**src/logic/calib_defines.svh**
```systemverilog
/*
 * pfd offset calibration widths
 * shared sizing for samples, bin fields, counters and the offset
 */

`ifndef CALIB_DEFINES_SVH
`define CALIB_DEFINES_SVH

// adc sample width, signed two's complement
`define CALIB_NADC 8

// bin half-width and dead-zone field width
`define CALIB_NRANGE 4

// histogram counters, 2**CALIB_NRANGE bits
`define CALIB_CNT_W 16

// offset estimate, unsigned
`define CALIB_OFFSET_W 10

`endif

```
**src/logic/calib_pkg.sv**
```systemverilog
/*
 * pfd offset calibration types
 * configuration, histogram result and status words
 */

`include "calib_defines.svh"

package calib_pkg;

    // static configuration from the top-level ports, 38 bits
    typedef struct packed {
        logic [`CALIB_NRANGE-1:0]   nbin;
        // dead zone is 2**dz
        logic [`CALIB_NRANGE-1:0]   dz;
        logic                       flip_feedback;
        // window is 2**win_log2 samples, 2..15
        logic [3:0]                 win_log2;
        logic [4:0]                 step;
        logic [`CALIB_OFFSET_W-1:0] offset_max;
        // not decoded
        logic [9:0]                 reserved;
    } calib_cfg_t;

    // per-window histogram outcome
    typedef struct packed {
        logic [`CALIB_CNT_W-1:0] center;
        logic [`CALIB_CNT_W-1:0] side;
        // +1 up, 0 hold, -1 down
        logic signed [1:0]       comp;
    } hist_result_t;

    // published calibration state
    typedef struct packed {
        logic [`CALIB_OFFSET_W-1:0]      pfd_offset;
        logic signed [`CALIB_NADC-1:0]   din_avg;
        logic signed [1:0]               last_comp;
    } calib_status_t;

endpackage

```
**src/logic/calib_mean_track.sv**
```systemverilog
/*
 * mean tracker
 * averages the signed sample stream over 2**win_log2 samples, issues the window strobe
 */

`timescale 1ns/1ps

`include "calib_defines.svh"

module calib_mean_track
    import calib_pkg::*;
(
    input  logic                          clk,
    input  logic                          rstb,
    input  logic signed [`CALIB_NADC-1:0] din,
    input  calib_cfg_t                    cfg,
    output logic                          update,
    output logic signed [`CALIB_NADC-1:0] din_avg
);

    // window counter covers up to 2**15 samples
    localparam int WIN_W = 15;
    localparam int LEN_W = WIN_W + 1;
    // sample width plus window growth
    localparam int ACC_W = `CALIB_NADC + WIN_W;

    //////////////////////////////////////////////////////////////////////
    // window counter
    //////////////////////////////////////////////////////////////////////

    logic [LEN_W-1:0] win_len;
    logic [WIN_W-1:0] win_last;
    logic [WIN_W-1:0] win_cnt;

    // one extra bit so 2**15 itself is representable
    assign win_len  = LEN_W'(1) << cfg.win_log2;
    assign win_last = WIN_W'(win_len - LEN_W'(1));

    // strobe on the last sample of the window
    assign update = (win_cnt == win_last);

    always_ff @(posedge clk or negedge rstb) begin
        if (!rstb) begin
            win_cnt <= '0;
        end else if (update) begin
            win_cnt <= '0;
        end else begin
            win_cnt <= win_cnt + WIN_W'(1);
        end
    end

    //////////////////////////////////////////////////////////////////////
    // accumulator and mean
    //////////////////////////////////////////////////////////////////////

    logic signed [ACC_W-1:0] acc;
    logic signed [ACC_W-1:0] sum_next;
    logic signed [ACC_W-1:0] avg_full;

    // running sum including the current sample
    assign sum_next = acc + ACC_W'(din);

    // arithmetic shift, floors toward minus infinity
    assign avg_full = sum_next >>> cfg.win_log2;

    always_ff @(posedge clk or negedge rstb) begin
        if (!rstb) begin
            acc     <= '0;
            din_avg <= '0;
        end else if (update) begin
            // next window starts from the following sample
            acc     <= '0;
            din_avg <= avg_full[`CALIB_NADC-1:0];
        end else begin
            acc     <= sum_next;
        end
    end

    //////////////////////////////////////////////////////////////////////
    // checks
    //////////////////////////////////////////////////////////////////////

    // windows are at least 4 samples, strobe is a single pulse
    update_single_cycle: assert property (
        @(posedge clk) disable iff (!rstb)
        update |=> !update
    ) else $error("update held high for two cycles");

endmodule

```
**src/logic/calib_hist_measure.sv**
```systemverilog
/*
 * histogram measure
 * counts centre and side bin hits around the previous mean, decides up, down or hold
 */

`timescale 1ns/1ps

`include "calib_defines.svh"

module calib_hist_measure
    import calib_pkg::*;
(
    input  logic                          clk,
    input  logic                          rstb,
    input  logic                          update,
    input  logic signed [`CALIB_NADC-1:0] din,
    input  logic signed [`CALIB_NADC-1:0] din_avg,
    input  calib_cfg_t                    cfg,
    output hist_result_t                  result
);

    // two guard bits, mean +- (3*15+2) stays in range
    localparam int TH_W   = `CALIB_NADC + 2;
    localparam int CNT_W  = `CALIB_CNT_W;
    localparam int DIFF_W = CNT_W + 1;

    localparam logic signed [TH_W-1:0] TH_ONE = 1;
    localparam logic signed [TH_W-1:0] TH_TWO = 2;

    // decision codes
    localparam logic signed [1:0] COMP_POS = 2'sb01;
    localparam logic signed [1:0] COMP_NEG = 2'sb11;

    //////////////////////////////////////////////////////////////////////
    // thresholds
    //////////////////////////////////////////////////////////////////////

    logic signed [TH_W-1:0] din_w;
    logic signed [TH_W-1:0] avg_w;
    logic signed [TH_W-1:0] nbin_w;
    logic signed [TH_W-1:0] nbin3_w;
    logic signed [TH_W-1:0] th_l2;
    logic signed [TH_W-1:0] th_l1;
    logic signed [TH_W-1:0] th_r1;
    logic signed [TH_W-1:0] th_r2;

    // sign-extend samples, zero-extend the bin size
    assign din_w   = TH_W'(din);
    assign avg_w   = TH_W'(din_avg);
    assign nbin_w  = $signed(TH_W'(cfg.nbin));
    assign nbin3_w = nbin_w + (nbin_w <<< 1);

    // outer edges
    assign th_l2 = avg_w - nbin3_w - TH_TWO;
    assign th_r2 = avg_w + nbin3_w + TH_TWO;
    // inner edges
    assign th_l1 = avg_w - nbin_w - TH_ONE;
    assign th_r1 = avg_w + nbin_w + TH_ONE;

    //////////////////////////////////////////////////////////////////////
    // bin classification and counters
    //////////////////////////////////////////////////////////////////////

    // index 0 left, 1 centre, 2 right
    logic [2:0]       hit;
    logic [CNT_W-1:0] cnt [3];

    assign hit[0] = (th_l2 < din_w) && (din_w <= th_l1);
    assign hit[1] = (th_l1 < din_w) && (din_w < th_r1);
    assign hit[2] = (th_r1 <= din_w) && (din_w < th_r2);

    always_ff @(posedge clk or negedge rstb) begin
        if (!rstb) begin
            for (int i = 0; i < 3; i++) begin
                cnt[i] <= '0;
            end
        end else begin
            for (int i = 0; i < 3; i++) begin
                // window restart keeps this cycle's hit
                if (update) begin
                    cnt[i] <= CNT_W'(hit[i]);
                end else begin
                    cnt[i] <= cnt[i] + CNT_W'(hit[i]);
                end
            end
        end
    end

    //////////////////////////////////////////////////////////////////////
    // side average and difference
    //////////////////////////////////////////////////////////////////////

    logic [CNT_W:0]           side_sum;
    logic [CNT_W-1:0]         side_avg;
    logic signed [DIFF_W-1:0] hist_diff;
    logic signed [DIFF_W-1:0] dz_pos;
    logic signed [DIFF_W-1:0] dz_neg;

    // carry bit kept before halving
    assign side_sum  = {1'b0, cnt[0]} + {1'b0, cnt[2]};
    assign side_avg  = side_sum[CNT_W:1];
    assign hist_diff = $signed({1'b0, cnt[1]}) - $signed({1'b0, side_avg});

    // dead zone is +- 2**dz
    assign dz_pos = $signed(DIFF_W'(1) << cfg.dz);
    assign dz_neg = -dz_pos;

    //////////////////////////////////////////////////////////////////////
    // decision
    //////////////////////////////////////////////////////////////////////

    logic signed [1:0] comp_up;
    logic signed [1:0] comp_dn;

    assign comp_up = cfg.flip_feedback ? COMP_NEG : COMP_POS;
    assign comp_dn = cfg.flip_feedback ? COMP_POS : COMP_NEG;

    always_comb begin
        result.center = cnt[1];
        result.side   = side_avg;
        if ((cnt[1] == '0) && (side_avg == '0)) begin
            // nothing near the mean, offset too small
            result.comp = comp_up;
        end else if (hist_diff > dz_pos) begin
            // centre crowded
            result.comp = comp_dn;
        end else if (hist_diff < dz_neg) begin
            // sides dominate
            result.comp = comp_up;
        end else begin
            result.comp = 2'sb00;
        end
    end

    //////////////////////////////////////////////////////////////////////
    // checks
    //////////////////////////////////////////////////////////////////////

    // bins are disjoint for any mean and nbin
    bins_disjoint: assert property (
        @(posedge clk) disable iff (!rstb)
        $onehot0(hit)
    ) else $error("more than one bin hit in a cycle");

endmodule

```
**src/logic/calib_offset_est.sv**
```systemverilog
/*
 * offset estimator
 * steps a saturating offset by the histogram decision at each window, publishes status
 */

`timescale 1ns/1ps

`include "calib_defines.svh"

module calib_offset_est
    import calib_pkg::*;
(
    input  logic                          clk,
    input  logic                          rstb,
    input  logic                          update,
    input  hist_result_t                  result,
    input  logic signed [`CALIB_NADC-1:0] din_avg,
    input  calib_cfg_t                    cfg,
    output calib_status_t                 status
);

    localparam int OFS_W = `CALIB_OFFSET_W;
    // one bit of headroom for the upward sum
    localparam int SUM_W = OFS_W + 1;

    //////////////////////////////////////////////////////////////////////
    // next offset
    //////////////////////////////////////////////////////////////////////

    calib_status_t    status_q;
    logic [SUM_W-1:0] ofs_w;
    logic [SUM_W-1:0] step_w;
    logic [SUM_W-1:0] max_w;
    logic [SUM_W-1:0] up_sum;
    logic [SUM_W-1:0] cand;
    logic [OFS_W-1:0] ofs_next;

    assign ofs_w  = {1'b0, status_q.pfd_offset};
    assign step_w = SUM_W'(cfg.step);
    assign max_w  = {1'b0, cfg.offset_max};
    assign up_sum = ofs_w + step_w;

    always_comb begin
        case (result.comp)
            // +1, move up
            2'b01: cand = up_sum;
            // -1, move down and floor at zero
            2'b11: cand = (ofs_w >= step_w) ? (ofs_w - step_w) : '0;
            default: cand = ofs_w;
        endcase
        // upper clamp, also catches a lowered offset_max
        if (cand > max_w) begin
            ofs_next = cfg.offset_max;
        end else begin
            ofs_next = cand[OFS_W-1:0];
        end
    end

    //////////////////////////////////////////////////////////////////////
    // offset and status register
    //////////////////////////////////////////////////////////////////////

    always_ff @(posedge clk or negedge rstb) begin
        if (!rstb) begin
            status_q <= '0;
        end else if (update) begin
            status_q.pfd_offset <= ofs_next;
            // mean that set this window's thresholds
            status_q.din_avg    <= din_avg;
            status_q.last_comp  <= result.comp;
        end
    end

    assign status = status_q;

    //////////////////////////////////////////////////////////////////////
    // checks
    //////////////////////////////////////////////////////////////////////

    // after a window boundary with steady cfg the offset is in range
    offset_in_range: assert property (
        @(posedge clk) disable iff (!rstb)
        ($past(update) && $stable(cfg)) |-> (status.pfd_offset <= cfg.offset_max)
    ) else $error("pfd_offset above offset_max");

endmodule

```
**src/logic/calib_pfd_offset_top.sv**
```systemverilog
/*
 * pfd offset calibration top
 * mean tracker and histogram measure side by side, offset estimator combines them
 */

`timescale 1ns/1ps

`include "calib_defines.svh"

module calib_pfd_offset_top
    import calib_pkg::*;
(
    input  logic                          clk,
    input  logic                          rstb,
    input  logic signed [`CALIB_NADC-1:0] din,
    input  calib_cfg_t                    cfg,
    output logic                          update,
    output calib_status_t                 status
);

    // window mean, valid from the cycle after update
    logic signed [`CALIB_NADC-1:0] din_avg;
    // bin counts and decision, complete during update
    hist_result_t                  hist_res;

    //////////////////////////////////////////////////////////////////////
    // parallel measurement
    //////////////////////////////////////////////////////////////////////

    calib_mean_track u_mean_track (
        .clk     (clk),
        .rstb    (rstb),
        .din     (din),
        .cfg     (cfg),
        .update  (update),
        .din_avg (din_avg)
    );

    calib_hist_measure u_hist_measure (
        .clk     (clk),
        .rstb    (rstb),
        .update  (update),
        .din     (din),
        .din_avg (din_avg),
        .cfg     (cfg),
        .result  (hist_res)
    );

    //////////////////////////////////////////////////////////////////////
    // offset integration
    //////////////////////////////////////////////////////////////////////

    calib_offset_est u_offset_est (
        .clk     (clk),
        .rstb    (rstb),
        .update  (update),
        .result  (hist_res),
        .din_avg (din_avg),
        .cfg     (cfg),
        .status  (status)
    );

endmodule

```
**config.mk**
```make
export PLATFORM = sky130hd
export DESIGN_NAME = calib_pfd_offset_top
export DESIGN_NICKNAME = d
export VERILOG_FILES = /design/src/logic/calib_pkg.sv /design/src/logic/calib_mean_track.sv /design/src/logic/calib_hist_measure.sv /design/src/logic/calib_offset_est.sv /design/src/logic/calib_pfd_offset_top.sv
export VERILOG_INCLUDE_DIRS = /design/src /design/src/logic
export SDC_FILE = /design/constraint.sdc
export NUM_CORES = 1
export LEC_CHECK = 0
export ABC_AREA = 1
export BUFFER_PORTS_ARGS = -buffer_cell sky130_fd_sc_hd__buf_2
export CAP_MARGIN = 20
export CORE_ASPECT_RATIO = 1.2
export CORE_MARGIN = 2
export CORE_UTILIZATION = 60
export DETAILED_ROUTE_END_ITERATION = 12
export PLACE_DENSITY = 0.84
export SETUP_SLACK_MARGIN = 0.4
export SYNTH_ARGS = -nofsm -noshare
export SYNTH_HDL_FRONTEND = slang
export SYNTH_SLANG_ARGS = --single-unit
```
**constraint.sdc**
```tcl
create_clock -name clk -period 7.4 [get_ports clk]
set_input_delay 1.48 -clock clk [delete_from_list [all_inputs] [get_ports clk]]
set_output_delay 1.48 -clock clk [all_outputs]
set_load 0.05 [all_outputs]
```
Word level (Yosys, flattened, before mapping)
Index checks and enable logic that the tools add are counted.
{ "word_totals": {"regBits": 114, "in_bits": 48, "out_inout_bits": 21, "word_cells": 64} }
{ "classes": {"add_sub_neg": 20, "n_lt_le_gt_ge": 10, "eq_ne": 3, "n_shift": 3, "muxes": 13, "n_reduce_logical": 6} }
{ "ops": {"columns": ["op", "count"], "rows": [
  ["16-bit by 1-bit adder with 16-bit output", 3],
  ["16-bit 2-to-1 mux", 3],
  ["16-bit logical NOT", 2],
  ["23-bit by 8-bit adder with 23-bit output", 1],
  ["23-bit 2-to-1 mux", 1],
  ["23-bit by 4-bit >>> shifter with 8-bit output", 1],
  ["11-bit one-hot mux with 2 select lines", 1],
  ["10-bit by 8-bit < comparator with 1-bit output", 2],
  ["8-bit by 10-bit < comparator with 1-bit output", 2],
  ["16-bit by 16-bit adder with 17-bit output", 1],
  ["17-bit greater-than comparator", 1],
  ["17-bit < comparator", 1],
  ["17-bit negation", 1],
  ["1-bit by 4-bit << shifter with 17-bit output, first input constant", 1],
  ["16-bit by 16-bit subtractor with 17-bit output", 1],
  ["15-bit by 1-bit adder with 15-bit output, second input constant", 1],
  ["15-bit == test", 1],
  ["15-bit 2-to-1 mux", 1],
  ["1-bit by 4-bit << shifter with 15-bit output, first input constant", 1],
  ["15-bit by 1-bit subtractor with 15-bit output, second input constant", 1],
  ["10-bit by 5-bit adder with 11-bit output", 1],
  ["11-bit by 10-bit greater-than comparator with 1-bit output", 1],
  ["11-bit 2-to-1 mux", 1],
  ["10-bit by 5-bit subtractor with 11-bit output", 1],
  ["other kinds (17)", 24]
]} }

Depth between registers and ports, before layout
{ "logic_depth": {"depth_word": 10, "depth_mapped": 61, "depth_no_buf": 60} }

Hierarchy
Synthesis repeated with hierarchy kept, for this count alone.
{ "hier_totals": {"hier_cells": 2320, "hier_area_um2": 14403.8} }
{ "modules_own_cells": {"columns": ["module", "n_inst", "cells_each", "area_each_um2", "seq_area_each_um2"], "rows": [
  ["calib_hist_measure", 1, 1157, 7508.5, 1201.2],
  ["calib_mean_track", 1, 803, 4658.2, 1151.1],
  ["calib_offset_est", 1, 360, 2237.1, 500.5]
]} }

Least setup slack after synthesis
OpenSTA, ideal clock, no wires.
{ "synth_timing": {"path_type": "in2reg", "start": "input cfg[34] (netlist name)", "end": "register u_hist_measure.cnt[47] (netlist name)", "setup_ns": 0.132, "arrival_ns": 6.589, "t_required_ns": 7.268, "setup_slack_ns": 0.679, "path_stages": 34, "path_buffers": 0, "cell_sequence": "ha_1 -> fa_1 -> xor2_1 -> inv_1 -> ha_1 -> o31ai_1 -> a21oi_1 -> o21ai_0 -> xor2_1 -> nand4_1 -> or2_2 -> nand2_1 -> ha_1 -> o21a_1 -> o21ai_0 -> nand2_1 -> a221oi_1 -> ha_1 -> nand3_1 -> nor2_1 -> inv_1 -> nor2_1 -> inv_1 -> nor2_1 -> inv_1 -> nor3_1 -> nand2_1 -> nor2_1 -> inv_1 -> nor2_1 -> and3_1 -> nand2_1 -> xor2_1 -> nor2_1"} }
{ "synth_via": {"elab_chain_len": 7, "elab_cells_between_ends": 10, "cone_classes": "add/sub (6); order compare (2); mux (1); reduce/logical (1)"} }
{ "synth_rtl": {"columns": ["element", "line", "text"], "rows": [
  ["start: declaration", "calib_pfd_offset_top.sv:16", "input calib_cfg_t cfg,"],
  ["4-bit by 5-bit adder with 6-bit output", "calib_hist_measure.sv:51", "assign nbin3_w = nbin_w + (nbin_w <<< 1);"],
  ["8-bit by 7-bit subtractor with 9-bit output", "calib_hist_measure.sv:54", "assign th_l2 = avg_w - nbin3_w - TH_TWO;"],
  ["10-bit by 3-bit subtractor with 10-bit output", "calib_hist_measure.sv:54", null],
  ["10-bit by 8-bit < comparator with 1-bit output", "calib_hist_measure.sv:68", "assign hit[0] = (th_l2 < din_w) && (din_w <= th_l1);"],
  ["1-bit logical AND (*)", "calib_hist_measure.sv:68", null],
  ["16-bit by 1-bit adder with 16-bit output (*)", "calib_hist_measure.sv:83", "cnt[i] <= cnt[i] + CNT_W'(hit[i]);"],
  ["16-bit 2-to-1 mux (*)", "calib_hist_measure.sv:80", "if (update) begin"],
  ["end signal: indexed assignment", "calib_hist_measure.sv:81", "cnt[i] <= CNT_W'(hit[i]);"],
  ["end signal: indexed assignment", "calib_hist_measure.sv:83", null],
  ["end: declaration", "calib_hist_measure.sv:66", "logic [CNT_W-1:0] cnt [3];"]
]} }
Every way passes the cells marked *; elsewhere a longest branch is shown, timed or not.
A chain may end at the register's enable or synchronous reset.

Final worst setup path
{ "layout_timing": {"start": "input cfg[35] (netlist name)", "end": "register u_hist_measure.cnt[14] (netlist name)"} }
{ "layout_via": {"elab_chain_len": 7, "elab_cells_between_ends": 10, "cone_classes": "add/sub (6); order compare (2); mux (1); reduce/logical (1)"} }
{ "layout_rtl": {"columns": ["element", "line", "text"], "rows": [
  ["4-bit by 5-bit adder with 6-bit output", "calib_hist_measure.sv:51", null],
  ["8-bit by 7-bit adder with 9-bit output", "calib_hist_measure.sv:55", "assign th_r2 = avg_w + nbin3_w + TH_TWO;"],
  ["10-bit by 3-bit adder with 10-bit output", "calib_hist_measure.sv:55", null],
  ["8-bit by 10-bit < comparator with 1-bit output", "calib_hist_measure.sv:70", "assign hit[2] = (th_r1 <= din_w) && (din_w < th_r2);"],
  ["1-bit logical AND (*)", "calib_hist_measure.sv:70", null],
  ["16-bit by 1-bit adder with 16-bit output (*)", "calib_hist_measure.sv:83", null],
  ["16-bit 2-to-1 mux (*)", "calib_hist_measure.sv:80", null]
]} }
Marks and branches as above.

==> metrics.md <==
| Metric | Value |
|---|---|
| H-tree lvl count | `4` |
| Post-layout min period | `6.69 ns` |
| Largest net degree at the start of global routing | `70` |
| Io pins | `69` |
| Via Count | `13,273` |
| Reg2Reg Depth | `52` |
| Initial antenna violation count | `0` |
| Worst vdd ir | `0.000332 V` |
| DRT antenna net count | `0` |
| Final hold slack | `0.512 ns` |
| Post-synthesis sequential area ratio | `21.4%` |
| Placeable Area | `21,800 um^2` |
| Arr. time, crit path | `6.98 ns` |
| Max cap viols | `0` |
| Crit Path Max Fanout | `5` |
| WL/cell | `15.1 um` |
| Die Height | `167 um` |
| Global route overflow | `0` |
| Ys async rst share | `100%` |
| Syn Inst Count | `1,989` |
| Proportion of layout cells with a drive suffix above 1 | `15.9%` |
| CTS Buffer Depth | `2` |
| RSZ-0062 raised after global routing | `true` |
| Yosys cell types | `59` |
| Chip width | `140 um` |
| CP max stage delay | `0.52 ns` |
| Std cell rows | `59` |
| CTS buffer count | `17` |
| Skew-Pair Late Insertion Delay | `0.43 ns` |
| Setup CP Type | `input pin to flop` |
| Mean post-synth cell area | `6.71 um^2` |
| Flops & latches, synth | `114` |
| Drt pass-1 iters | `8` |
| Slew margin rel. | `37.7%` |
| # diodes | `0` |
| Final period util | `90.5%` |
| CP bufs+invs | `10` |
| Clock skew | `0.0125 ns` |
| CP endpoint kind | `flop` |
| Vias per inst | `5.58` |
| WP depth | `38` |
| CTS Hold Bufs | `0` |
| Hold depth | `2` |
| Final Hold Viols | `0` |
| Fin util | `71.1%` |
| P_leak | `8.11 nW` |
| Startpoint types | `input pin` |
| Final #Nets | `2,310` |
| DRC | `0` |
| Ys flop type | `dfrtp_1` |
| Starting Density | `61.2%` |
| Input/output buffers | `58` |
| Ranking of synthesized cells by area | `dfrtp_1, ha_1, nand2_1, inv_1, nor2_1` |
| Layout area overhead | `16.0%` |
| Yosys top cell area share | `21.4%` |
| Clock tree from TritonCTS | `built` |
| Most common cell in the netlist | `nand2_1` |
| Routability congestion estimate from global placement | `0.928` |
| Dpl hpwl | `25,900 um` |
| Run status | `completed` |
| Clk slew on worst S/H paths | `0.06 ns` |
| CP max stage cell | `fa_2` |
| Final Max Tran Viols | `0` |
| Initial detailed-routing violation count | `803` |
| Vias in the first global route | `13,065` |
| Die area | `23,400 um^2` |
| Synth warnings | `0` |
| Sum of negative setup slack | `0 ns` |
| Setup violations, final | `0` |
| Clk root buf | `clkbuf_16` |
| Area of the mapped netlist | `13,300 um^2` |
| Tightest Pin Transition | `0.910 ns` |
| Clk sinks | `114` |
| Cell family with most CP delay | `adder cells` |
| Achievable clock frequency | `149 MHz` |
| Top cell type by total area after synthesis | `dfrtp_1` |
| Post-synth top cells | `nand2_1, inv_1, nor2_1` |
| Routed WL | `36,000 um` |
| Power Dens Cells | `371 nW/um^2` |
| HP Class | `flop to flop` |
| Total GRT Usage | `30.0%` |
| Mapped Nets | `2,209` |
| Post-synth EDFFs | `0` |
| WP data required | `7.68 ns` |
| Crit path top cell by count | `inv_1` |
| First-pass GRT wire length | `58,300 um` |
[worst register-to-register path: cells and delay by family, from the launching register on]
family	cells	cell delay [ns]
fa+ha+maj	4	1.18
compound gates	10	1.18
simple gates	30	2.97
flops	1	0.38
buf+inv	6	0.57
xor+xnor	2	0.32
[sequential cells by signal, indices dropped and copies added (netlist names)]
signal and flops:
u_mean_track.acc 23, u_mean_track.win_cnt 15, u_hist_measure.cnt 32, u_offset_est.status 20
u_hist_measure.result 16, u_mean_track.din_avg 8
[placed cells by master, fill, tap and decap left out, types with 8 or more instances in the layout]
| cell type | netlist | routed |
|---|---|---|
| a21oi_2 | 4 | 12 |
| nor3_1 | 39 | 33 |
| ha_4 | 0 | 11 |
| o21a_1 | 13 | 13 |
| or2_2 | 8 | 8 |
| buf_2 | 2 | 57 |
| nor2_1 | 230 | 216 |
| xor2_1 | 79 | 70 |
| nand3_1 | 121 | 116 |
| a31oi_1 | 11 | 11 |
| nor2_2 | 12 | 23 |
| xor2_2 | 0 | 8 |
| nand2_4 | 4 | 8 |
| clkbuf_16 | 0 | 18 |
| nand2_2 | 31 | 39 |
| dfrtp_1 | 114 | 112 |
| nand3b_1 | 10 | 10 |
| buf_4 | 2 | 53 |
| xnor2_1 | 37 | 32 |
| nand4_1 | 23 | 23 |
| inv_2 | 4 | 11 |
| nand2_1 | 417 | 404 |
| o21ai_0 | 75 | 67 |
| o21bai_1 | 9 | 8 |
| a21oi_1 | 125 | 117 |
| inv_1 | 326 | 318 |
| nand3_2 | 12 | 17 |
| ha_1 | 162 | 144 |
[worst paths after layout]
path,from,to,slack [ns]
setup reg to reg,u_hist_measure.cnt[33]$_DFF_PN0_,u_offset_est.status[17]$_DFFE_PN0P_,0.71
min in group asynchronous,rstb,u_hist_measure.cnt[2]$_DFF_PN0_,1.11
setup / recovery,cfg[35],u_hist_measure.cnt[14]$_DFF_PN0_,0.71
hold / removal,u_offset_est.status[4]$_DFFE_PN0P_,u_offset_est.status[4]$_DFFE_PN0P_,0.51
max in group asynchronous,rstb,u_mean_track.acc[14]$_DFF_PN0_,4.95
hold reg to reg,u_offset_est.status[4]$_DFFE_PN0P_,u_offset_est.status[4]$_DFFE_PN0P_,0.51
[per-layer routing]
metal | share of wire (%) | vias up | track usage (%)
li1 | - | 6626 | -
met4 | 3.3 | 0 | 13.0
met1 | 41 | 6181 | 35.0
met5 | 0 | - | 0
met3 | 4.3 | 104 | 4.00
met2 | 52 | 362 | 54.8
[where the power goes]
| group | switching, W | total (W) | internal [W] |
|---|---|---|---|
| Sequential | 0.000107 | 0.000875 | 0.000768 |
| Clock | 0.000322 | 0.000801 | 0.000479 |
| Combinational | 0.00239 | 0.00407 | 0.00169 |
[repair_timing]
item / 4_1_cts / 5_1_grt
buffers inserted: 3 / 24
setup endpoints to repair: 13 / 29
gates cloned: 0 / 2
resized for setup: 9 / 123
pin swaps: 1 / 50
[final cells by class]
cell class / count / area, um^2
Inverter: 333 / 1250
Timing Repair Buffer: 116 / 798
Clock buffer: 20 / 457
Fill cell: 1737 / 6300
Sequential cell: 114 / 2860
Multi-Input combinational cell: 1508 / 9660
Clock inverter: 12 / 109
Tap cell: 274 / 343
[cell families (layout without fill, tap and decap cells)]
logic type	Yosys count	in the layout	share of synthesized area, %
buf+inv	368	481	10.6
xor+xnor	116	116	7.62
compound gates	286	286	12.6
fa+ha+maj	172	172	16.7
mux	3	3	0.225
simple gates	929	930	30.8
other cells	1	1	0.0281
flops	114	114	21.4
[through the flow]
step | area (um^2) | setup WS, ns | instances | power (W)
global route | 15500 | 0.257 | 2377 | 0.00630
CTS | 14700 | 0.430 | 2350 | 0.00512
global placement | 14000 | 0.178 | 2315 | 0.00407
detailed placement | 14000 | 0.0537 | 2315 | 0.00422
finish | 15500 | 0.705 | 2377 | 0.00575
floorplan | 13300 | 0.679 | 1989 | 0.00344
Note: power is estimated with default switching activity, not from simulation.
